`config.mk`:
```
export PLATFORM = sky130hd
export DESIGN_NAME = rv_decode
export DESIGN_NICKNAME = d
export VERILOG_FILES = /design/src/rv_pkg.sv /design/src/rv_decode.sv
export SDC_FILE = /design/constraint.sdc
export NUM_CORES = 1
export LEC_CHECK = 0
export ABC_AREA = 1
export ABC_CLOCK_PERIOD_IN_PS = 1400
export BUFFER_PORTS_ARGS = -buffer_cell sky130_fd_sc_hd__buf_2
export CORE_MARGIN = 2
export CORE_UTILIZATION = 40
export DETAILED_ROUTE_END_ITERATION = 10
export PLACE_DENSITY_LB_ADDON = 0.12
export SYNTH_ARGS = -nofsm -noshare
export SYNTH_HDL_FRONTEND = slang
export SYNTH_SLANG_ARGS = --single-unit
```
`constraint.sdc`:
```
create_clock -name vclk -period 1.4
set_clock_uncertainty 0.1 [all_clocks]
set_input_delay 0.21 -clock vclk [all_inputs]
set_output_delay 0.21 -clock vclk [all_outputs]
set_load 0.05 [all_outputs]
```
`src/rv_pkg.sv`:
```
`default_nettype none

package rv_pkg;

    localparam int XLEN       = 32;
    localparam int IMEM_WORDS = 256;  // ROM depth in words
    localparam int DMEM_WORDS = 256;  // RAM depth in words
    localparam int IMEM_AW    = $clog2(IMEM_WORDS);
    localparam int DMEM_AW    = $clog2(DMEM_WORDS);

    // Major opcodes, RV32I base encoding
    localparam logic [6:0] OPC_LUI    = 7'b0110111;
    localparam logic [6:0] OPC_AUIPC  = 7'b0010111;
    localparam logic [6:0] OPC_JAL    = 7'b1101111;
    localparam logic [6:0] OPC_JALR   = 7'b1100111;
    localparam logic [6:0] OPC_BRANCH = 7'b1100011;
    localparam logic [6:0] OPC_LOAD   = 7'b0000011;
    localparam logic [6:0] OPC_STORE  = 7'b0100011;
    localparam logic [6:0] OPC_OPIMM  = 7'b0010011;
    localparam logic [6:0] OPC_OP     = 7'b0110011;

    // Branch conditions
    localparam logic [2:0] F3_BEQ  = 3'b000;
    localparam logic [2:0] F3_BNE  = 3'b001;
    localparam logic [2:0] F3_BLT  = 3'b100;
    localparam logic [2:0] F3_BGE  = 3'b101;
    localparam logic [2:0] F3_BLTU = 3'b110;
    localparam logic [2:0] F3_BGEU = 3'b111;

    // Loads and stores, halfwords not supported
    localparam logic [2:0] F3_LB  = 3'b000;
    localparam logic [2:0] F3_LW  = 3'b010;
    localparam logic [2:0] F3_LBU = 3'b100;
    localparam logic [2:0] F3_SB  = 3'b000;
    localparam logic [2:0] F3_SW  = 3'b010;

    // OP and OP-IMM function
    localparam logic [2:0] F3_ADD  = 3'b000;  // Also SUB
    localparam logic [2:0] F3_SLL  = 3'b001;
    localparam logic [2:0] F3_SLT  = 3'b010;
    localparam logic [2:0] F3_SLTU = 3'b011;
    localparam logic [2:0] F3_XOR  = 3'b100;
    localparam logic [2:0] F3_SR   = 3'b101;  // SRL or SRA
    localparam logic [2:0] F3_OR   = 3'b110;
    localparam logic [2:0] F3_AND  = 3'b111;

    typedef logic [3:0] alu_op_t;
    localparam alu_op_t ALU_ADD   = 4'd0;
    localparam alu_op_t ALU_SUB   = 4'd1;
    localparam alu_op_t ALU_SLL   = 4'd2;
    localparam alu_op_t ALU_SLT   = 4'd3;
    localparam alu_op_t ALU_SLTU  = 4'd4;
    localparam alu_op_t ALU_XOR   = 4'd5;
    localparam alu_op_t ALU_SRL   = 4'd6;
    localparam alu_op_t ALU_SRA   = 4'd7;
    localparam alu_op_t ALU_OR    = 4'd8;
    localparam alu_op_t ALU_AND   = 4'd9;
    localparam alu_op_t ALU_PASSB = 4'd10;  // LUI

    typedef logic [1:0] wb_sel_t;
    localparam wb_sel_t WB_ALU = 2'd0;
    localparam wb_sel_t WB_MEM = 2'd1;
    localparam wb_sel_t WB_PC4 = 2'd2;  // Link address

    typedef struct packed {
        logic [6:0] funct7;
        logic [4:0] rs2;
        logic [4:0] rs1;
        logic [2:0] funct3;
        logic [4:0] rd;
        logic [6:0] opcode;
    } r_fmt_t;

    typedef struct packed {
        logic [11:0] imm_11_0;
        logic [4:0]  rs1;
        logic [2:0]  funct3;
        logic [4:0]  rd;
        logic [6:0]  opcode;
    } i_fmt_t;

    typedef struct packed {
        logic [6:0] imm_11_5;
        logic [4:0] rs2;
        logic [4:0] rs1;
        logic [2:0] funct3;
        logic [4:0] imm_4_0;
        logic [6:0] opcode;
    } s_fmt_t;

    typedef struct packed {
        logic       imm_12;
        logic [5:0] imm_10_5;
        logic [4:0] rs2;
        logic [4:0] rs1;
        logic [2:0] funct3;
        logic [3:0] imm_4_1;
        logic       imm_11;
        logic [6:0] opcode;
    } b_fmt_t;

    typedef struct packed {
        logic [19:0] imm_31_12;
        logic [4:0]  rd;
        logic [6:0]  opcode;
    } u_fmt_t;

    typedef struct packed {
        logic       imm_20;
        logic [9:0] imm_10_1;
        logic       imm_11;
        logic [7:0] imm_19_12;
        logic [4:0] rd;
        logic [6:0] opcode;
    } j_fmt_t;

    // One instruction word, six ways to read it
    typedef union packed {
        r_fmt_t r;
        i_fmt_t i;
        s_fmt_t s;
        b_fmt_t b;
        u_fmt_t u;
        j_fmt_t j;
    } instr_u;

endpackage

`default_nettype wire

```
`src/rv_decode.sv`:
```
`timescale 1ns/10ps
`default_nettype none

module rv_decode (
    input  rv_pkg::instr_u          instr_i,
    input  logic                    run_i,
    output logic                    reg_wr_en_o,
    output logic                    mem_wr_en_o,
    output logic                    mem_byte_o,
    output logic                    load_unsigned_o,
    output rv_pkg::wb_sel_t         wb_sel_o,
    output rv_pkg::alu_op_t         alu_op_o,
    output logic                    alu_src_a_pc_o,
    output logic                    alu_src_a_zero_o,
    output logic                    alu_src_b_imm_o,
    output logic                    is_branch_o,
    output logic                    is_jal_o,
    output logic                    is_jalr_o,
    output logic [rv_pkg::XLEN-1:0] imm_o,
    output logic [4:0]              rs1_addr_o,
    output logic [4:0]              rs2_addr_o,
    output logic [4:0]              rd_addr_o
);
    import rv_pkg::*;

    logic [6:0]      opcode;
    logic [2:0]      funct3;
    logic            alt;             // SUB or SRA variant
    logic            reg_wr, mem_wr;  // Before run masking
    alu_op_t         arith_op;
    logic [XLEN-1:0] imm_i_t, imm_s_t, imm_b_t, imm_u_t, imm_j_t;

    assign opcode     = instr_i.r.opcode;
    assign funct3     = instr_i.r.funct3;
    assign rs1_addr_o = instr_i.r.rs1;
    assign rs2_addr_o = instr_i.r.rs2;
    assign rd_addr_o  = instr_i.r.rd;

    // Immediates, sign bit is always instr[31]
    assign imm_i_t = {{20{instr_i.i.imm_11_0[11]}}, instr_i.i.imm_11_0};
    assign imm_s_t = {{20{instr_i.s.imm_11_5[6]}}, instr_i.s.imm_11_5, instr_i.s.imm_4_0};
    assign imm_b_t = {{19{instr_i.b.imm_12}}, instr_i.b.imm_12, instr_i.b.imm_11,
                      instr_i.b.imm_10_5, instr_i.b.imm_4_1, 1'b0};
    assign imm_u_t = {instr_i.u.imm_31_12, 12'h000};  // Already shifted
    assign imm_j_t = {{11{instr_i.j.imm_20}}, instr_i.j.imm_20, instr_i.j.imm_19_12,
                      instr_i.j.imm_11, instr_i.j.imm_10_1, 1'b0};

    // funct7[5] means SUB only for OP, SRA for both
    assign alt = instr_i.r.funct7[5] && (opcode == OPC_OP || funct3 == F3_SR);

    always_comb begin
        case (funct3)
            F3_ADD:  arith_op = alt ? ALU_SUB : ALU_ADD;
            F3_SLL:  arith_op = ALU_SLL;
            F3_SLT:  arith_op = ALU_SLT;
            F3_SLTU: arith_op = ALU_SLTU;
            F3_XOR:  arith_op = ALU_XOR;
            F3_SR:   arith_op = alt ? ALU_SRA : ALU_SRL;
            F3_OR:   arith_op = ALU_OR;
            F3_AND:  arith_op = ALU_AND;
        endcase
    end

    always_comb begin
        reg_wr           = 1'b0;
        mem_wr           = 1'b0;
        mem_byte_o       = 1'b0;
        load_unsigned_o  = 1'b0;
        wb_sel_o         = WB_ALU;
        alu_op_o         = ALU_ADD;  // Address and AUIPC sum
        alu_src_a_pc_o   = 1'b0;
        alu_src_a_zero_o = 1'b0;
        alu_src_b_imm_o  = 1'b0;
        is_branch_o      = 1'b0;
        is_jal_o         = 1'b0;
        is_jalr_o        = 1'b0;
        imm_o            = imm_i_t;
        case (opcode)
            OPC_LUI: begin
                reg_wr           = 1'b1;
                alu_src_a_zero_o = 1'b1;
                alu_src_b_imm_o  = 1'b1;
                alu_op_o         = ALU_PASSB;
                imm_o            = imm_u_t;
            end
            OPC_AUIPC: begin
                reg_wr          = 1'b1;
                alu_src_a_pc_o  = 1'b1;
                alu_src_b_imm_o = 1'b1;
                imm_o           = imm_u_t;
            end
            OPC_JAL: begin
                reg_wr   = 1'b1;
                is_jal_o = 1'b1;
                wb_sel_o = WB_PC4;
                imm_o    = imm_j_t;
            end
            OPC_JALR: begin
                reg_wr    = 1'b1;
                is_jalr_o = 1'b1;
                wb_sel_o  = WB_PC4;
            end
            OPC_BRANCH: begin
                is_branch_o = 1'b1;  // Condition resolved in execute
                imm_o       = imm_b_t;
            end
            OPC_LOAD: begin
                alu_src_b_imm_o = 1'b1;
                wb_sel_o        = WB_MEM;
                case (funct3)
                    F3_LB: begin
                        reg_wr     = 1'b1;
                        mem_byte_o = 1'b1;
                    end
                    F3_LW:   reg_wr = 1'b1;
                    F3_LBU: begin
                        reg_wr          = 1'b1;
                        mem_byte_o      = 1'b1;
                        load_unsigned_o = 1'b1;
                    end
                    default: ;  // Halfword loads dropped
                endcase
            end
            OPC_STORE: begin
                alu_src_b_imm_o = 1'b1;
                imm_o           = imm_s_t;
                case (funct3)
                    F3_SB: begin
                        mem_wr     = 1'b1;
                        mem_byte_o = 1'b1;
                    end
                    F3_SW:   mem_wr = 1'b1;
                    default: ;
                endcase
            end
            OPC_OPIMM: begin
                reg_wr          = 1'b1;
                alu_src_b_imm_o = 1'b1;
                alu_op_o        = arith_op;
            end
            OPC_OP: begin
                reg_wr   = 1'b1;
                alu_op_o = arith_op;
            end
            default: ;  // Unknown opcode retires as NOP
        endcase
    end

    // Nothing commits before trigger
    assign reg_wr_en_o = reg_wr && run_i;
    assign mem_wr_en_o = mem_wr && run_i;

endmodule

`default_nettype wire

```
==> results.cfg, run 1 <==
[outcome]
tool.error = [ERROR DPL-0038] Utilization greater than 100%, impossible to legalize
lastStage = clock tree synthesis (4_1_cts)
status = stopped before the end

[floorplan]
die_y_um = 55.5
start_util = 0.424
core.rowCount = 18
io_pins = 96
die_x_um = 55.5

[clock_network]
post_cts_resized = 134
post-cts-setup-buffers = 4
cts_hold_buf = 0

[place]
dp_hpwl_mm = 3.14
io_buffers = 96
routabilityCongestion = 0.889

[synth]
synth_largest_area_cell = nand2_1
yosys_warnings = 0
ys_top_cells_by_area = nand2_1 16%, nand3_1 13%, buf_4 12%, nor2_1 11%, inv_1 11%
netlist.area_leader.share = 0.159
synthesis.nets = 234
synth_seq_area_share = 0
syn_area_um2 = 1060
synth.distinct_cells = 23
syn_inst = 201
ys_top_cells_by_count = 45 x nand2_1, 32 x nor2_1, 30 x inv_1
avgSynthCellArea_um2 = 5.27
yosysMostFrequentCell = nand2_1
==> metrics by stage <==
step	area (um^2)	hold WS, ns	TNS, ns	setup slack (ns)	instances
after detailed placement	2010	0.623	-11.68	-0.365	335
after floorplan	1420	0.376	-2.77	-0.161	201
after global placement	2010	0.622	-10.64	-0.314	335
==> cells by family after synthesis <==
kind of cell	share of synthesized area
simple gates	0.614
compound gates	0.105
buf+inv	0.281
==> run 2: changes to the inputs <==
CORE_AREA = 2 2 63 65   (was unset)
CORE_MARGIN = unset   (was 2)
CORE_UTILIZATION = unset   (was 40)
DIE_AREA = 0 0 65 67   (was unset)
PLACE_DENSITY_LB_ADDON = 0.15   (was 0.12)
==> results.cfg, run 2 <==
[outcome]
status = finished with violations
violations = negative setup slack

[power_and_ir_drop]
power_w = 0.000923
seq_power_share = 0
power.density_nw_per_um2 = 331
swShare = 0.622
p_leak_nw = 1.49
clkPwrFrac = 0
p_sw_w = 0.000574
internal_power_w = 0.000349
p_comb_frac = 1.000
ir_drop_v = 0.000203

[routing]
dr.pass1.iters = 4
top_layer = met4
dr_wl_met3_um = 244
wl_met1_mm = 1.86
vias = 1748
drt-total-wl_mm = 4.72
ant_nets = 0
vias_per_cell = 4.69
drtIter0Drc = 78
drcViolationCount = 0
wire_per_inst_um = 12.7
route.met2.wl_mm = 2.60

[layout]
fill_cells = 243
area_growth_pct = 163
final_cell_mix = 44 x buf_2, 43 x buf_6, 32 x buf_4
antenna_cells = 0
multi_input_area_um2 = 1200
drive_gt1_frac = 0.711
seqCellArea_um2 = 0
stdcell_count = 373
nClkBuffers = 0
nets = 360
seq_cells = 0
final_common_cell = buf_2

[global_routing]
grt_pass1_vias = 1671
antenna_found_initial = 0
grt_usage = 0.205
grt_pass1_wl_mm = 7.40
grt_max_degree = 13
grt_overflow = 0

[timing]
min_period_ns = 1.65
max_freq_ghz = 0.607
tightest_slew_ns = 0.288
finalSetupTns_ns = -5.15
setup_viol = 43
slew_headroom = 0.807
slew_viol_final = 0
finalCritPeriodShare = 1.18
hold_viol_final = 0
rsz0062_at_grt = yes
holdWs_ns = 0.623
setup_slack_ns = -0.247

[clock_network]
cts_hold_buf = 0

[synth]
muxShareOfSynthArea = 0
synth_top_family_by_area = simple AND/OR/NAND/NOR gates
synthSimpleGateAreaFrac = 0.614
synth_xor_area_frac = 0
synth_largest_area_cell = nand2_1
syn_inst = 201
avgSynthCellArea_um2 = 5.27
yosys_warnings = 0
ys_top_cells_by_count = 45 x nand2_1, 32 x nor2_1, 30 x inv_1
synth_fa_ha_area_frac = 0
synthesis.nets = 234
synth_seq_area_share = 0
yosysMostFrequentCell = nand2_1
syn_area_um2 = 1060
synth.distinct_cells = 23
synth_compound_area_frac = 0.105
netlist.area_leader.share = 0.159
ys_top_cells_by_area = nand2_1 16%, nand3_1 13%, buf_4 12%, nor2_1 11%, inv_1 11%

[worst_setup_path]
cp_data_required_time_ns = 1.09
path_max_fanout = 8
crit_chain = buf_8, inv_6, nand2_4, nor2_4, nand2_4, nor2_4, nor2_1, nand2_2, buf_8
crit_path_start = instr_i[2]
crit_path_max_incr_delay_ns = 0.25
crit_arrival_ns = 1.34
cp-end-kind = output pin
start_kind = input port
cp_slowest_cell = nor2_4
worstSetupPathType = input port to output pin

[place]
dp_slack_ns = -0.362
dp.cells = 354
dp_hpwl_mm = 3.11
routabilityCongestion = 0.774
io_buffers = 96

[worst_hold_path]
min_from = instr_i[9]
whs_endpoint = rd_addr_o[2]
min_path_type = input port to output pin
hold_depth = 2

[floorplan]
die_x_um = 65
die_area_um2 = 4360
io_pins = 96
core.rowCount = 22
die_y_um = 67
core_area_um2 = 3610
start_util = 0.294

[job]
maxCapViolations = 0
[run 2: cell counts after synthesis]
Identical to the previous run, type by type.
[run 2: cell families after synthesis]
kind of cell           Yosys count
buffers and inverters           54
AO/OA/AOI/OAI                   20
AND/OR/NAND/NOR                127
[run 2: what timing repair did]
action | in CTS | in global routing
resized for setup | 141 | 32
hold endpoints to repair | 0 | 0
buffers inserted | 11 | 7
pin swaps | 28 | 17
setup endpoints to repair | 47 | 47
cloned | 3 | 1
[run 2: layout make-up]
cell class                 count  share of cell area
multi-input combinational    148               0.429
inverter                      32              0.0548
timing repair buffer         145               0.494
tap                           48              0.0216
[run 2: how the worst max path moves through the flow]
stage | to | slack [ns] | depth (start not counted)
after global routing | imm_o[12] | -0.33 | 9
after CTS | imm_o[3] | -0.22 | 10
after detailed placement | imm_o[11] | -0.36 | 8
after floorplan | mem_wr_en_o | -0.16 | 5
final | imm_o[15] | -0.25 | 9
after global placement | imm_o[11] | -0.35 | 8
[run 2: power by group through the flow]
stage	Clock (W)	Sequential, W	Combinational [W]
after CTS	0	0	0.000906
after detailed placement	0	0	0.000728
final	0	0	0.000923
after global routing	0	0	0.000967
after global placement	0	0	0.000725
after floorplan	0	0	0.000546
[run 2: metrics by stage]
step	util	area, um^2
4_1_cts	0.740	2670
3_5_place_dp	0.563	2030
5_1_grt	0.773	2790
3_3_place_gp	0.563	2030
2_1_floorplan	-	1420
6_report	0.773	2790
[run 2: critical path: cells and delay by family]
family / cells / cell delay (ns)
and+or+nand+nor: 6 / 0.82
buffers and inverters: 3 / 0.30
[run 2: per-layer routing]
| layer | GRT usage | vias up |
|---|---|---|
| li1 | - | 869 |
| met1 | 0.249 | 803 |
| met2 | 0.415 | 72 |
| met3 | 0.00845 | 4 |
| met4 | 0.00266 | 0 |
| met5 | 0 | - |
(Power assumes the default switching activity.)
==> run 3: changes to the inputs <==
ABC_CLOCK_PERIOD_IN_PS = 1600   (was 1400)
MAX_ROUTING_LAYER = met4   (was unset)
SLEW_MARGIN = 20   (was unset)
clock period = 1.6 ns   (was 1.4 ns; I/O delays follow)
==> results.cfg, run 3 (synthesized netlist as in run 2, its figures left out) <==
[outcome]
status = finished with violations
violations = negative setup slack

[timing]
setup_slack_ns = -0.00627
slew_viol_final = 0
finalCritPeriodShare = 1.00
min_period_ns = 1.61
max_freq_ghz = 0.623
hold_viol_final = 0
rsz0062_at_grt = yes
tightest_slew_ns = 0.254
setup_viol = 1
slew_headroom = 0.832

[layout]
final_area_um2 = 2100
fin_util = 0.583
nClkBuffers = 0
final_common_cell = buf_2
seqCellArea_um2 = 0
nets = 341
drive_gt1_frac = 0.605
final_cell_mix = 48 x buf_2, 43 x buf_4, 39 x nand2_1
seq_cells = 0
area_growth_pct = 98.3
antenna_cells = 0

[routing]
vias_per_cell = 4.50
dr_wl_met3_um = 277
drtIter0Drc = 31
vias = 1594
wl_met1_mm = 1.61
drcViolationCount = 0
drt-total-wl_mm = 3.89
route.met2.wl_mm = 2.00
ant_nets = 0
dr.pass1.iters = 4
wire_per_inst_um = 11.0
top_layer = met3

[global_routing]
grt_max_degree = 12
grt_pass1_vias = 1325
grt_pass1_wl_mm = 5.83
antenna_found_initial = 0
grt_usage = 0.165
grt_overflow = 0

[place]
placed_area_um2 = 1680
dp_hpwl_mm = 2.79
io_buffers = 96
routabilityCongestion = 0.755

[worst_setup_path]
crit_path_start = instr_i[3]
start_kind = input port
worstSetupPathType = input port to output pin
worstSetupEndpoint = alu_op_o[0]
cp-end-kind = output pin
path_max_fanout = 6
crit_arrival_ns = 1.27
cp_data_required_time_ns = 1.26

[floorplan]
die_y_um = 67
core.rowCount = 22
io_pins = 96
die_area_um2 = 4360
start_util = 0.294
core_area_um2 = 3610
die_x_um = 65

[power_and_ir_drop]
ir_drop_v = 0.000153
power.density_nw_per_um2 = 317
p_sw_w = 0.000450
p_leak_nw = 1.23
p_comb_frac = 1.000
clkPwrFrac = 0
internal_power_w = 0.000217
power_w = 0.000667
swShare = 0.675
seq_power_share = 0

[job]
maxCapViolations = 0

[worst_hold_path]
min_path_type = input port to output pin
[run 3: power groups by stage]
stage / clock, W / sequential (W) / combinational, W
after global routing: 0 / 0 / 0.000704
after global placement: 0 / 0 / 0.000558
after detailed placement: 0 / 0 / 0.000559
after floorplan: 0 / 0 / 0.000422
final: 0 / 0 / 0.000667
after CTS: 0 / 0 / 0.000627
[run 3: worst min path at each step]
stage | from | to | slack (ns) | depth (start not counted)
final | instr_i[9] | rd_addr_o[2] | 0.69 | 2
after global routing | instr_i[9] | rd_addr_o[2] | 0.69 | 2
after CTS | instr_i[9] | rd_addr_o[2] | 0.69 | 2
after detailed placement | instr_i[9] | rd_addr_o[2] | 0.69 | 2
after global placement | instr_i[9] | rd_addr_o[2] | 0.69 | 2
after floorplan | instr_i[14] | mem_wr_en_o | 0.45 | 1
[run 3: through the flow]
stage | setup TNS, ns | worst slack (ns) | std cells | hold WS, ns
detailed placement | -3.68 | -0.135 | 345 | 0.687
global route | -0.885 | -0.0906 | 354 | 0.691
CTS | -0.143 | -0.0235 | 348 | 0.688
floorplan | -2.40 | -0.232 | 201 | 0.447
global placement | -3.54 | -0.137 | 345 | 0.687
finish | -0.00627 | -0.00627 | 354 | 0.685
[run 3: area by class of cell]
cell class	instances	area [um^2]
Fill cell	364	1500
Inverter	32	139
Multi-Input combinational cell	149	961
Tap cell	48	60.1
Timing Repair Buffer	125	942
[run 3: what timing repair did]
item                       in CTS  in global routing
gates cloned                    1                  1
hold buffers                    0                  0
setup endpoints to repair      42                 44
pin swaps                      14                 14
setup buffers                   2                  5
gates resized for setup        65                 51
[run 3: layer usage]
| layer | track usage | up-vias |
|---|---|---|
| li1 | - | 835 |
| met1 | 0.214 | 694 |
| met2 | 0.303 | 65 |
| met3 | 0.00507 | 0 |
| met4 | 0.00266 | 0 |
| met5 | - | - |
[run 3: critical path: stages]
cell and delay [ns]:
buf_8 0.11, inv_6 0.05, nand2_4 0.05, nor2_4 0.19
buf_4 0.15, nand2_1 0.04, nand2_1 0.05, nand2_1 0.07
a21oi_4 0.14, buf_6 0.17
