File: src/rv_pkg.sv
`default_nettype none

package rv_pkg;

    localparam int XLEN       = 32;
    localparam int IMEM_WORDS = 256;  // ROM depth in words
    localparam int DMEM_WORDS = 256;  // RAM depth in words
    localparam int IMEM_AW    = $clog2(IMEM_WORDS);
    localparam int DMEM_AW    = $clog2(DMEM_WORDS);

    // Major opcodes, RV32I base encoding
    localparam logic [6:0] OPC_LUI    = 7'b0110111;
    localparam logic [6:0] OPC_AUIPC  = 7'b0010111;
    localparam logic [6:0] OPC_JAL    = 7'b1101111;
    localparam logic [6:0] OPC_JALR   = 7'b1100111;
    localparam logic [6:0] OPC_BRANCH = 7'b1100011;
    localparam logic [6:0] OPC_LOAD   = 7'b0000011;
    localparam logic [6:0] OPC_STORE  = 7'b0100011;
    localparam logic [6:0] OPC_OPIMM  = 7'b0010011;
    localparam logic [6:0] OPC_OP     = 7'b0110011;

    // Branch conditions
    localparam logic [2:0] F3_BEQ  = 3'b000;
    localparam logic [2:0] F3_BNE  = 3'b001;
    localparam logic [2:0] F3_BLT  = 3'b100;
    localparam logic [2:0] F3_BGE  = 3'b101;
    localparam logic [2:0] F3_BLTU = 3'b110;
    localparam logic [2:0] F3_BGEU = 3'b111;

    // Loads and stores, halfwords not supported
    localparam logic [2:0] F3_LB  = 3'b000;
    localparam logic [2:0] F3_LW  = 3'b010;
    localparam logic [2:0] F3_LBU = 3'b100;
    localparam logic [2:0] F3_SB  = 3'b000;
    localparam logic [2:0] F3_SW  = 3'b010;

    // OP and OP-IMM function
    localparam logic [2:0] F3_ADD  = 3'b000;  // Also SUB
    localparam logic [2:0] F3_SLL  = 3'b001;
    localparam logic [2:0] F3_SLT  = 3'b010;
    localparam logic [2:0] F3_SLTU = 3'b011;
    localparam logic [2:0] F3_XOR  = 3'b100;
    localparam logic [2:0] F3_SR   = 3'b101;  // SRL or SRA
    localparam logic [2:0] F3_OR   = 3'b110;
    localparam logic [2:0] F3_AND  = 3'b111;

    typedef logic [3:0] alu_op_t;
    localparam alu_op_t ALU_ADD   = 4'd0;
    localparam alu_op_t ALU_SUB   = 4'd1;
    localparam alu_op_t ALU_SLL   = 4'd2;
    localparam alu_op_t ALU_SLT   = 4'd3;
    localparam alu_op_t ALU_SLTU  = 4'd4;
    localparam alu_op_t ALU_XOR   = 4'd5;
    localparam alu_op_t ALU_SRL   = 4'd6;
    localparam alu_op_t ALU_SRA   = 4'd7;
    localparam alu_op_t ALU_OR    = 4'd8;
    localparam alu_op_t ALU_AND   = 4'd9;
    localparam alu_op_t ALU_PASSB = 4'd10;  // LUI

    typedef logic [1:0] wb_sel_t;
    localparam wb_sel_t WB_ALU = 2'd0;
    localparam wb_sel_t WB_MEM = 2'd1;
    localparam wb_sel_t WB_PC4 = 2'd2;  // Link address

    typedef struct packed {
        logic [6:0] funct7;
        logic [4:0] rs2;
        logic [4:0] rs1;
        logic [2:0] funct3;
        logic [4:0] rd;
        logic [6:0] opcode;
    } r_fmt_t;

    typedef struct packed {
        logic [11:0] imm_11_0;
        logic [4:0]  rs1;
        logic [2:0]  funct3;
        logic [4:0]  rd;
        logic [6:0]  opcode;
    } i_fmt_t;

    typedef struct packed {
        logic [6:0] imm_11_5;
        logic [4:0] rs2;
        logic [4:0] rs1;
        logic [2:0] funct3;
        logic [4:0] imm_4_0;
        logic [6:0] opcode;
    } s_fmt_t;

    typedef struct packed {
        logic       imm_12;
        logic [5:0] imm_10_5;
        logic [4:0] rs2;
        logic [4:0] rs1;
        logic [2:0] funct3;
        logic [3:0] imm_4_1;
        logic       imm_11;
        logic [6:0] opcode;
    } b_fmt_t;

    typedef struct packed {
        logic [19:0] imm_31_12;
        logic [4:0]  rd;
        logic [6:0]  opcode;
    } u_fmt_t;

    typedef struct packed {
        logic       imm_20;
        logic [9:0] imm_10_1;
        logic       imm_11;
        logic [7:0] imm_19_12;
        logic [4:0] rd;
        logic [6:0] opcode;
    } j_fmt_t;

    // One instruction word, six ways to read it
    typedef union packed {
        r_fmt_t r;
        i_fmt_t i;
        s_fmt_t s;
        b_fmt_t b;
        u_fmt_t u;
        j_fmt_t j;
    } instr_u;

endpackage

`default_nettype wire

File: src/rv_execute.sv
`timescale 1ns/10ps
`default_nettype none

module rv_execute (
    input  logic [rv_pkg::XLEN-1:0] pc_i,
    input  logic [rv_pkg::XLEN-1:0] rs1_data_i,
    input  logic [rv_pkg::XLEN-1:0] rs2_data_i,
    input  logic [rv_pkg::XLEN-1:0] imm_i,
    input  rv_pkg::alu_op_t         alu_op_i,
    input  logic [2:0]              funct3_i,
    input  logic                    alu_src_a_pc_i,
    input  logic                    alu_src_a_zero_i,
    input  logic                    alu_src_b_imm_i,
    input  logic                    is_branch_i,
    input  logic                    is_jal_i,
    input  logic                    is_jalr_i,
    output logic [rv_pkg::XLEN-1:0] alu_result_o,
    output logic [rv_pkg::XLEN-1:0] pc_target_o,
    output logic                    take_branch_o
);
    import rv_pkg::*;

    logic [XLEN-1:0] op_a, op_b;
    logic [4:0]      shamt;
    logic            cond;             // Branch condition holds
    logic [XLEN-1:0] base, target_sum;

    // Zero beats PC for LUI
    assign op_a  = alu_src_a_zero_i ? '0 : (alu_src_a_pc_i ? pc_i : rs1_data_i);
    assign op_b  = alu_src_b_imm_i ? imm_i : rs2_data_i;
    assign shamt = op_b[4:0];

    always_comb begin
        case (alu_op_i)
            ALU_ADD:   alu_result_o = op_a + op_b;
            ALU_SUB:   alu_result_o = op_a - op_b;
            ALU_SLL:   alu_result_o = op_a << shamt;
            ALU_SLT:   alu_result_o = {{(XLEN-1){1'b0}}, $signed(op_a) < $signed(op_b)};
            ALU_SLTU:  alu_result_o = {{(XLEN-1){1'b0}}, op_a < op_b};
            ALU_XOR:   alu_result_o = op_a ^ op_b;
            ALU_SRL:   alu_result_o = op_a >> shamt;
            ALU_SRA:   alu_result_o = $signed(op_a) >>> shamt;  // Sign fill
            ALU_OR:    alu_result_o = op_a | op_b;
            ALU_AND:   alu_result_o = op_a & op_b;
            ALU_PASSB: alu_result_o = op_b;
            default:   alu_result_o = op_a + op_b;
        endcase
    end

    // Compare always on the two register operands
    always_comb begin
        case (funct3_i)
            F3_BEQ:  cond = rs1_data_i == rs2_data_i;
            F3_BNE:  cond = rs1_data_i != rs2_data_i;
            F3_BLT:  cond = $signed(rs1_data_i) < $signed(rs2_data_i);
            F3_BGE:  cond = $signed(rs1_data_i) >= $signed(rs2_data_i);
            F3_BLTU: cond = rs1_data_i < rs2_data_i;
            F3_BGEU: cond = rs1_data_i >= rs2_data_i;
            default: cond = 1'b0;  // Reserved encodings never taken
        endcase
    end

    assign base        = is_jalr_i ? rs1_data_i : pc_i;
    assign target_sum  = base + imm_i;
    assign pc_target_o = {target_sum[XLEN-1:1], target_sum[0] & ~is_jalr_i};  // JALR clears bit 0

    assign take_branch_o = is_jal_i || is_jalr_i || (is_branch_i && cond);

endmodule

`default_nettype wire

File: config.mk
export PLATFORM = sky130hd
export DESIGN_NAME = rv_execute
export DESIGN_NICKNAME = d
export VERILOG_FILES = /design/src/rv_pkg.sv /design/src/rv_execute.sv
export SDC_FILE = /design/constraint.sdc
export NUM_CORES = 1
export LEC_CHECK = 0
export BUFFER_PORTS_ARGS = -buffer_cell sky130_fd_sc_hd__buf_2
export CELL_PAD_IN_SITES_DETAIL_PLACEMENT = 1
export CELL_PAD_IN_SITES_GLOBAL_PLACEMENT = 1
export CORE_ASPECT_RATIO = 1.1
export CORE_MARGIN = 2
export CORE_UTILIZATION = 31
export DETAILED_ROUTE_END_ITERATION = 10
export PLACE_DENSITY = 0.73
export SETUP_SLACK_MARGIN = 0.15
export SLEW_MARGIN = 20
export SYNTH_ARGS = -nofsm -noshare
export SYNTH_HDL_FRONTEND = slang
export SYNTH_SLANG_ARGS = --single-unit
File: constraint.sdc
create_clock -name vclk -period 5.7
set_clock_uncertainty 0.15 [all_clocks]
set_input_delay 0.285 -clock vclk [all_inputs]
set_output_delay 0.285 -clock vclk [all_outputs]
set_load 0.005 [all_outputs]
==> out/qor.yml, run 1 <==
clock_network:
  cts_repair_resize_count: 0
  cts_setup_buffers: 0
  cts_hold_repair.buffers: 0
floorplan:
  placement_rows: 76
  core-area_um2: 38990
  ios: 206
  floorplan.die_area_um2: 41020
  die_w_um: 193.3
  floorplan.initialDensity_pct: 31.34
  die_height_um: 212.2
critical_path:
  crit_path_start_kind: "input pin"
  criticalPathCategory: "in -> out"
  critPathArrivalTime_ns: 4.93
  critical_path.endpoint_type: "output pin"
  crit_path_max_fanout: 20
  worst_ep_required_time_ns: 5.27
  critPathLaunch: "alu_src_a_pc_i"
sta:
  setup_viol: 0
  fmax_mhz: 186.2
  setup_repair_after_global_routing_missed_its_margin: "false"
  timing.slew.headroom_pct: 11.13
  worst_pin_slew_ns: 1.299
  fin_tns_setup_ns: 0
  report.final.slew_viol_count: 0
  post-route-period-util_pct: 94.20
  whs_ns: 0.8535
  report.final.hold_viol_count: 0
  finalWorstPathRequiredPeriod_ns: 5.369
route:
  antenna_left: 0
  count_of_unresolved_drc_violations_after_routing: 0
  via_per_inst: 6.262
  first_iter_violations: 1348
  via_count_of_the_routed_design: 15690
  wl_um: 67620
  wire_per_inst_um: 26.99
  detail_route.first_pass.iterations: 5
synth:
  syn_nets: 2170
  mappedNetlistArea_um2: 12220
  avgSynthCellArea_um2: 6.548
  syn_inst: 1866
  yosys.cell_types.count: 82
  ys_seq_area_share_pct: 0
  yosys_warnings: 0
outcome:
  status: "finished clean"
layout:
  fraction_of_final_layout_cells_sized_beyond_drive_strength_1_pct: 17.37
  seq_cells: 0
  num-clock-buffers: 0
  syn2layout_area_growth_pct: 12.35
  insertedDiodeCount: 0
  regArea_um2: 0
  nets: 2304
  fill_cells: 5135
  final_core_utilization_pct: 35.21
power:
  ir_drop_uv: 52.45
  power_leakage_nw: 6.237
  p_per_area_nw_per_um2: 134.3
worst_hold_path:
  hold_path_end: "pc_target_o[31]"
  worstHoldPathType: "in -> out"
  min_delay_path_depth: 4
  hold_path.startpoint: "imm_i[31]"
placement:
  buffer_ports.inserted: 206
  gp_congestion: 1.006
  dpl.hpwl_um: 56660
global_route:
  grt_antenna_before_repair: 1
  first_global_vias: 15760
  grt_util_all_layers_pct: 31.39
  globalRouteOverflowTotal: 0
  maximum_number_of_pins_on_one_net_before_global_route_repair: 66
  grt_pass1_wl_um: 99470
run:
  max-cap-violations: 0
## power breakdown
group	switching, mW	total [mW]	internal, mW
Combinational	1.18	1.84	0.659
Sequential	0	0	0
Clock	0	0	0
Total	1.18	1.84	0.659
## layer usage
metal / part of all wire, % / wire, um / vias to the layer above / track usage (%)
met5: 0 / 0 / - / 0
met2: 44 / 29920 / 702 / 51.39
li1: - / - / 7143 / -
met3: 7.1 / 4797 / 149 / 4.331
met1: 42 / 28650 / 7693 / 40.01
met4: 6.3 / 4249 / 0 / 16.87
## how the worst max path moves through the flow
| stage | endpoint | slack, ns | cells past startpoint |
|---|---|---|---|
| 2_1_floorplan | alu_result_o[24] | 0.98 | 17 |
| 3_3_place_gp | alu_result_o[0] | 0.50 | 16 |
| 3_5_place_dp | alu_result_o[0] | 0.49 | 16 |
| 4_1_cts | alu_result_o[0] | 0.47 | 16 |
| 5_1_grt | alu_result_o[30] | 0.17 | 15 |
| 6_report | alu_result_o[0] | 0.33 | 16 |
## cell families (layout without fill, tap and decap cells)
family	after synthesis	count (layout)	share of synthesized area [%]
xor gates and xnor gates	38	38	2.724
muxes	153	153	14.42
AOI/OAI and AO/OA	704	704	37.05
adders and majority gates	163	163	16.87
and+or+nand+nor	536	536	19.72
buffers and inverters	272	404	9.216
## metrics by stage
step / power [mW] / instances / area, um2 / worst slack (ns)
2_1_floorplan: 1.126 / 1866 / 12220 / 0.9794
3_3_place_gp: 1.768 / 2505 / 13730 / 0.5022
3_5_place_dp: 1.796 / 2505 / 13730 / 0.4899
4_1_cts: 1.806 / 2505 / 13730 / 0.4665
5_1_grt: 1.977 / 2505 / 13730 / 0.1681
6_report: 1.844 / 2505 / 13730 / 0.3308
## critical path: stages
cell,delay (ns)
buf_2,0.35
buf_4,0.41
mux2i_1,0.13
nor2_1,0.58
ha_1,0.48
inv_1,0.17
nand3_1,0.12
or2_2,0.31
nor3_1,0.51
nand2_1,0.13
nand3_1,0.16
a41oi_1,0.13
or3_1,0.43
o31ai_1,0.34
o211ai_1,0.22
buf_2,0.18
## Yosys cell counts (8+ instances only)
cell type	number	area (um2)
nor3_1	35	175.2
inv_1	146	548.0
mux4_2	14	315.3
nor2_1	204	765.7
o211ai_1	36	270.3
buf_2	33	165.2
a221o_1	14	140.1
a21o_1	28	210.2
nand4_1	17	106.4
a22oi_1	15	112.6
o22ai_1	33	206.5
o21ai_1	11	55.05
mux2i_1	98	980.9
a211oi_1	25	187.7
mux2_2	40	450.4
xnor2_1	30	262.8
buf_1	17	63.81
o21ai_0	195	975.9
xor2_1	8	70.07
a31oi_1	21	131.4
nand2_1	153	574.3
a221oi_1	16	140.1
o2111ai_1	13	113.9
clkbuf_1	62	232.7
o21a_1	16	120.1
a21oi_1	171	855.8
nor2b_1	12	75.07
nand3_1	41	205.2
and3_1	9	56.30
and2_1	9	56.30
o31ai_1	14	105.1
o221ai_1	11	96.34
nand2b_1	20	125.1
o21bai_1	12	90.09
ha_1	160	2002
## cells in the final DEF (no fill, tap or decap), types with 16 or more instances in the layout
master and instances:
nor3_1 34, inv_1 145, o21ai_0 194, nand2b_1 20, ha_1 160, nand4_1 17, xnor2_1 30, nand2_1 153
o21a_1 16, buf_4 47, nor2_1 202, mux2_2 40, o22ai_1 33, a31oi_1 21, a21o_1 28, a221oi_1 16
a21oi_1 171, o211ai_1 36, buf_2 206, mux2i_1 97, a211oi_1 25, nand3_1 41
## final cells by class
| type | instances | area (um2) | share of cell area, % |
|---|---|---|---|
| multi-input combinational | 1594 | 11130 | 81.05 |
| timing repair buffer | 254 | 1404 | 10.23 |
| tap | 507 | 634.4 | 4.621 |
| inverter | 150 | 563.0 | 4.101 |
No activity file was read; power rests on OpenSTA's default activity.
==> inputs of run 2 (changes only) <==
- RECOVER_POWER: unset -> 25
==> run 2 against run 1 <==
  * Final area about the same
  * Flip-flop and latch count unchanged
  * First-iteration DRC count increased by 0.22%
  * Worst hold slack improved by 0.0024 ns
  * Die area unchanged
  * Non-clock buffer count unchanged
  * Clock-buffer cell count unchanged
  * Utilization about the same
  * Combinational power about the same
  * Final cell count unchanged
  * Critical endpoint unchanged
==> out/qor.yml, run 2 (synthesis results as in run 1) <==
outcome:
  status: "finished clean"
route:
  antenna_left: 0  # unchanged
  count_of_unresolved_drc_violations_after_routing: 0  # unchanged
  via_per_inst: 6.259  # about the same
  first_iter_violations: 1351  # +0.22%
  wl_um: 67700  # +0.12%
  via_count_of_the_routed_design: 15680  # -0.057%
  wire_per_inst_um: 27.02  # +0.12%
  detail_route.first_pass.iterations: 6  # +1
sta:
  worst_pin_slew_ns: 1.309  # +0.009598 ns
  setup_repair_after_global_routing_missed_its_margin: "false"
  fmax_mhz: 184.8  # -0.79%
  report.final.hold_viol_count: 0  # unchanged
  setup_viol: 0  # unchanged
  timing.slew.headroom_pct: 10.47  # -0.66 points
  report.final.slew_viol_count: 0  # unchanged
  fin_tns_setup_ns: 0  # unchanged
  post-route-period-util_pct: 94.95  # +0.75 points
  finalWorstPathRequiredPeriod_ns: 5.412  # +0.04292 ns
critical_path:
  worst_path_max_delay_cell: "nor2_1"
  criticalPathCategory: "in -> out"
  crit_path_start_kind: "input pin"
  worst_ep_required_time_ns: 5.27  # about the same
  crit_path_max_fanout: 20  # unchanged
  cp_slowest_stage_delay_ns: 0.61  # +0.03 ns
  worst_path_dominant_cell_family: "simple AND/OR/NAND/NOR gates"
  critical_path.n_buffers_inverters: 4  # unchanged
  critical_path.endpoint_type: "output pin"
  critPathArrivalTime_ns: 4.98  # +0.05 ns
  worstPathCellList: "buf_2, buf_4, mux2i_1, nor2_1, ha_1, inv_1, nand3_1, or2_2, nor3_1, nand2_1, nand3_1, a41oi_1, or3_1, o31ai_1, o211ai_1, buf_2"
global_route:
  globalRouteOverflowTotal: 0  # unchanged
  grt_util_all_layers_pct: 31.39  # unchanged
  maximum_number_of_pins_on_one_net_before_global_route_repair: 66  # unchanged
  first_global_vias: 15760  # unchanged
  grt_pass1_wl_um: 99470  # unchanged
  grt_antenna_before_repair: 1  # unchanged
layout:
  fill_cells: 5137  # +0.039%
  regArea_um2: 0  # unchanged
  fraction_of_final_layout_cells_sized_beyond_drive_strength_1_pct: 16.77  # -0.60 points
  final_core_utilization_pct: 35.18  # about the same
  layoutNonFillerInstCount: 2505  # unchanged
  mostFrequentLayoutCells: "202 x nor2_1, 196 x buf_2, 194 x o21ai_0"
  layout_commonest_cell: "nor2_1"
  seq_cells: 0  # unchanged
  nets: 2304  # unchanged
  insertedDiodeCount: 0  # unchanged
  syn2layout_area_growth_pct: 12.25  # about the same
  num-clock-buffers: 0  # unchanged
  fin_area_um2: 13720  # about the same
floorplan:
  placement_rows: 76  # unchanged
  ios: 206  # unchanged
  die_height_um: 212.2  # unchanged
  core-area_um2: 38990  # unchanged
  floorplan.die_area_um2: 41020  # unchanged
  floorplan.initialDensity_pct: 31.34  # unchanged
  die_w_um: 193.3  # unchanged
placement:
  dpl.hpwl_um: 56660  # unchanged
  dpl_cell_area_um2: 13730  # unchanged
  buffer_ports.inserted: 206  # unchanged
  gp_congestion: 1.006  # unchanged
  placedCellCount: 2505  # unchanged
clock_network:
  cts_repair_resize_count: 0  # unchanged
  cts_hold_repair.buffers: 0  # unchanged
  cts_setup_buffers: 0  # unchanged
power:
  p_per_area_nw_per_um2: 134.2  # about the same
  ir_drop_uv: 52.66  # +0.40%
  report.power.total_mw: 1.841  # -0.13%
  power_leakage_nw: 6.208  # -0.46%
worst_hold_path:
  min_delay_path_depth: 4  # unchanged
  hold_path_end: "pc_target_o[31]"
  hold_path.startpoint: "imm_i[31]"
  worstHoldPathType: "in -> out"
run:
  max-cap-violations: 0  # unchanged
-- run 2: cell count changes in the layout (fill, tap and decap cells not counted) --
cell,delta
buf_2,-10
and2_0,+2
and2_1,-2
clkbuf_1,+9
mux2_1,+2
buf_1,+1
mux2_2,-2
-- run 2: power by group --
part           internal [mW]  switching [mW]  total, mW  leakage (nW)
Combinational          0.654            1.19       1.84          6.21
Clock                      0               0          0             0
Sequential                 0               0          0             0
-- run 2: how the worst max path moves through the flow --
stage                               start                to  slack (ns)  cells past startpoint
after floorplan           alu_src_b_imm_i  alu_result_o[24]        0.98                     17
after global routing       alu_src_a_pc_i  alu_result_o[30]        0.17                     15
after global placement     alu_src_a_pc_i   alu_result_o[0]        0.50                     16
after CTS                  alu_src_a_pc_i   alu_result_o[0]        0.47                     16
final                      alu_src_a_pc_i   alu_result_o[0]        0.29                     16
after detailed placement   alu_src_a_pc_i   alu_result_o[0]        0.49                     16
-- run 2: metrics by stage --
stage / hold slack [ns] / setup slack (ns)
after detailed placement: 0.8429 / 0.4899
final: 0.8559 / 0.2879
after global routing: 0.8706 / 0.1681
after CTS: 0.8534 / 0.4665
after floorplan: 0.5974 / 0.9794
after global placement: 0.8422 / 0.5022
-- run 2: layout make-up --
| type | instances | area (um2) | area share (%) |
|---|---|---|---|
| multi-input cells | 1594 | 11130 | 81.13 |
| well taps | 507 | 634.4 | 4.625 |
| repair buffers | 254 | 1391 | 10.14 |
| inverters | 150 | 563.0 | 4.105 |
-- run 2: routing by layer --
metal	wire [um]	up-vias	share of wire [%]	track usage [%]
li1	-	7145	-	-
met1	28650	7697	42	40.01
met2	29950	689	44	51.39
met3	4815	147	7.1	4.331
met4	4282	0	6.3	16.87
met5	0	-	0	0
==> inputs of run 3 (changes only) <==
==> constraint.sdc (replaced) <==
create_clock -name vclk -period 5.7
set_clock_uncertainty 0.15 [all_clocks]
set_input_delay 0.855 -clock vclk [all_inputs]
set_output_delay 0.855 -clock vclk [all_outputs]
set_load 0.005 [all_outputs]
==> run 3 against run 2 <==
  * Worst hold slack improved by 1.1 ns
  * Maximum frequency decreased by 1.6%
  * Critical path type unchanged
  * Final area increased by 15%
==> out/qor.yml, run 3 (synthesis results as in run 1) <==
floorplan:
  ios: 206  # unchanged
  die_height_um: 212.2  # unchanged
  core-area_um2: 38990  # unchanged
  die_w_um: 193.3  # unchanged
  placement_rows: 76  # unchanged
  floorplan.initialDensity_pct: 31.34  # unchanged
  floorplan.die_area_um2: 41020  # unchanged
sta:
  setup_repair_after_global_routing_missed_its_margin: "true"
  timing.slew.headroom_pct: 23.97  # +13 points
  report.final.hold_viol_count: 0  # unchanged
  worst_pin_slew_ns: 1.129  # -0.1805 ns
  fmax_mhz: 181.8  # -1.6%
  finalWorstPathRequiredPeriod_ns: 5.502  # +0.08963 ns
  post-route-worst-setup-slack_ns: 0.1982  # -0.08963 ns
  setup_viol: 0  # unchanged
  post-route-period-util_pct: 96.52  # +1.6 points
  report.final.slew_viol_count: 0  # unchanged
layout:
  regArea_um2: 0  # unchanged
  fill_cells: 5094  # -0.84%
  layout_commonest_cell: "buf_4"
  nets: 2499  # +8.5%
  num-clock-buffers: 0  # unchanged
  final_core_utilization_pct: 40.31  # +5.1 points
  fraction_of_final_layout_cells_sized_beyond_drive_strength_1_pct: 26.58  # +9.8 points
  syn2layout_area_growth_pct: 28.61
  mostFrequentLayoutCells: "231 x buf_4, 199 x nor2_1, 196 x buf_2"
  layoutNonFillerInstCount: 2701  # +7.8%
  seq_cells: 0  # unchanged
placement:
  buffer_ports.inserted: 206  # unchanged
  placedCellCount: 2692  # +7.5%
  dpl.hpwl_um: 62770  # +11%
  post-place-ws_ns: -0.06792  # -0.5578 ns
  gp_congestion: 0.9826  # -2.3%
route:
  antenna_left: 0  # unchanged
  detail_route.first_pass.iterations: 5  # -1
  first_iter_violations: 1298  # -3.9%
  wire_per_inst_um: 27.75  # +2.7%
  wl_um: 74960  # +11%
  count_of_unresolved_drc_violations_after_routing: 0  # unchanged
  via_per_inst: 6.077  # -2.9%
  via_count_of_the_routed_design: 16410  # +4.7%
critical_path:
  cell_repeated_most_along_the_worst_path: "buf_4"
  worst_ep_required_time_ns: 4.70  # -0.57 ns
  critical_path.n_buffers_inverters: 6  # +2
  crit_path_max_fanout: 43  # +110%
  crit_path_start_kind: "input pin"
  cp_slowest_stage_delay_ns: 0.57  # -0.04 ns
  criticalPathCategory: "in -> out"
  worst_path_dominant_cell_family: "compound AO/OA/AOI/OAI gates"
  worstPathCellList: "buf_8, mux2_2, inv_2, buf_12, ha_1, o311ai_0, buf_4, a211o_1, a31oi_1, o311ai_1, a32oi_1, buf_4, nor3_1, o21bai_1, nand3_1, o22ai_1, buf_2"
  critical_path.endpoint_type: "output pin"
  critPathArrivalTime_ns: 4.50  # -0.48 ns
  worst_path_max_delay_cell: "o311ai_1"
global_route:
  globalRouteOverflowTotal: 0  # unchanged
  grt_antenna_before_repair: 0  # -1
  first_global_vias: 16820  # +6.7%
  grt_pass1_wl_um: 108800  # +9.4%
  maximum_number_of_pins_on_one_net_before_global_route_repair: 66  # unchanged
  grt_util_all_layers_pct: 34.74  # +3.4 points
clock_network:
  cts_hold_repair.buffers: 0  # unchanged
worst_hold_path:
  worstHoldPathType: "in -> out"
  hold_path_end: "pc_target_o[31]"
  hold_path.startpoint: "imm_i[31]"
  min_delay_path_depth: 4  # unchanged
outcome:
  status: "finished clean"
run:
  max-cap-violations: 0  # unchanged
==> run 3: cell types whose count changed in the layout (fill, tap and decap cells not counted), sizes merged <==
cell / change
buf: +194
clkbuf: +1
diode: +1
==> run 3: worst max path at each step <==
stage / cells past startpoint / endpoint / startpoint / slack, ns
after floorplan: 16 / alu_result_o[29] / alu_src_b_imm_i / 0.15
after global placement: 18 / alu_result_o[30] / alu_src_b_imm_i / 0.01
after detailed placement: 17 / alu_result_o[31] / alu_src_a_pc_i / -0.07
after CTS: 18 / alu_result_o[28] / alu_src_a_pc_i / 0.10
after global routing: 17 / alu_result_o[31] / alu_src_b_imm_i / 0.08
final: 17 / alu_result_o[31] / alu_src_b_imm_i / 0.20
==> run 3: routing by layer <==
metal / global-route usage (%) / vias up / routed length (um)
met5: 0 / - / 0
met4: 14.56 / 0 / 4120
met3: 3.490 / 131 / 4334
met2: 60.14 / 666 / 34710
met1: 44.03 / 8074 / 31790
li1: - / 7542 / -
==> run 3: what timing repair did <==
action,CTS,global route
cloned,0,2
resized for setup,24,60
hold endpoints to repair,0,0
endpoints found under the setup margin,14,15
buffers inserted,1,5
pin swaps,6,23
==> run 3: layout make-up <==
class | count | area, um2 | area share (%)
inverter | 150 | 563.0 | 3.583
tap | 507 | 634.4 | 4.037
multi-input combinational | 1594 | 11530 | 73.35
timing repair buffer | 449 | 2988 | 19.01
antenna | 1 | 2.502 | 0.01592
==> run 3: metrics by stage <==
stage | area, um2 | hold WS [ns] | TNS [ns]
after floorplan | 12240 | 1.737 | 0
after global placement | 15200 | 1.987 | 0
after detailed placement | 15200 | 1.989 | -0.1275
after CTS | 15340 | 1.994 | 0
after global routing | 15710 | 2.018 | 0
final | 15720 | 2.000 | 0
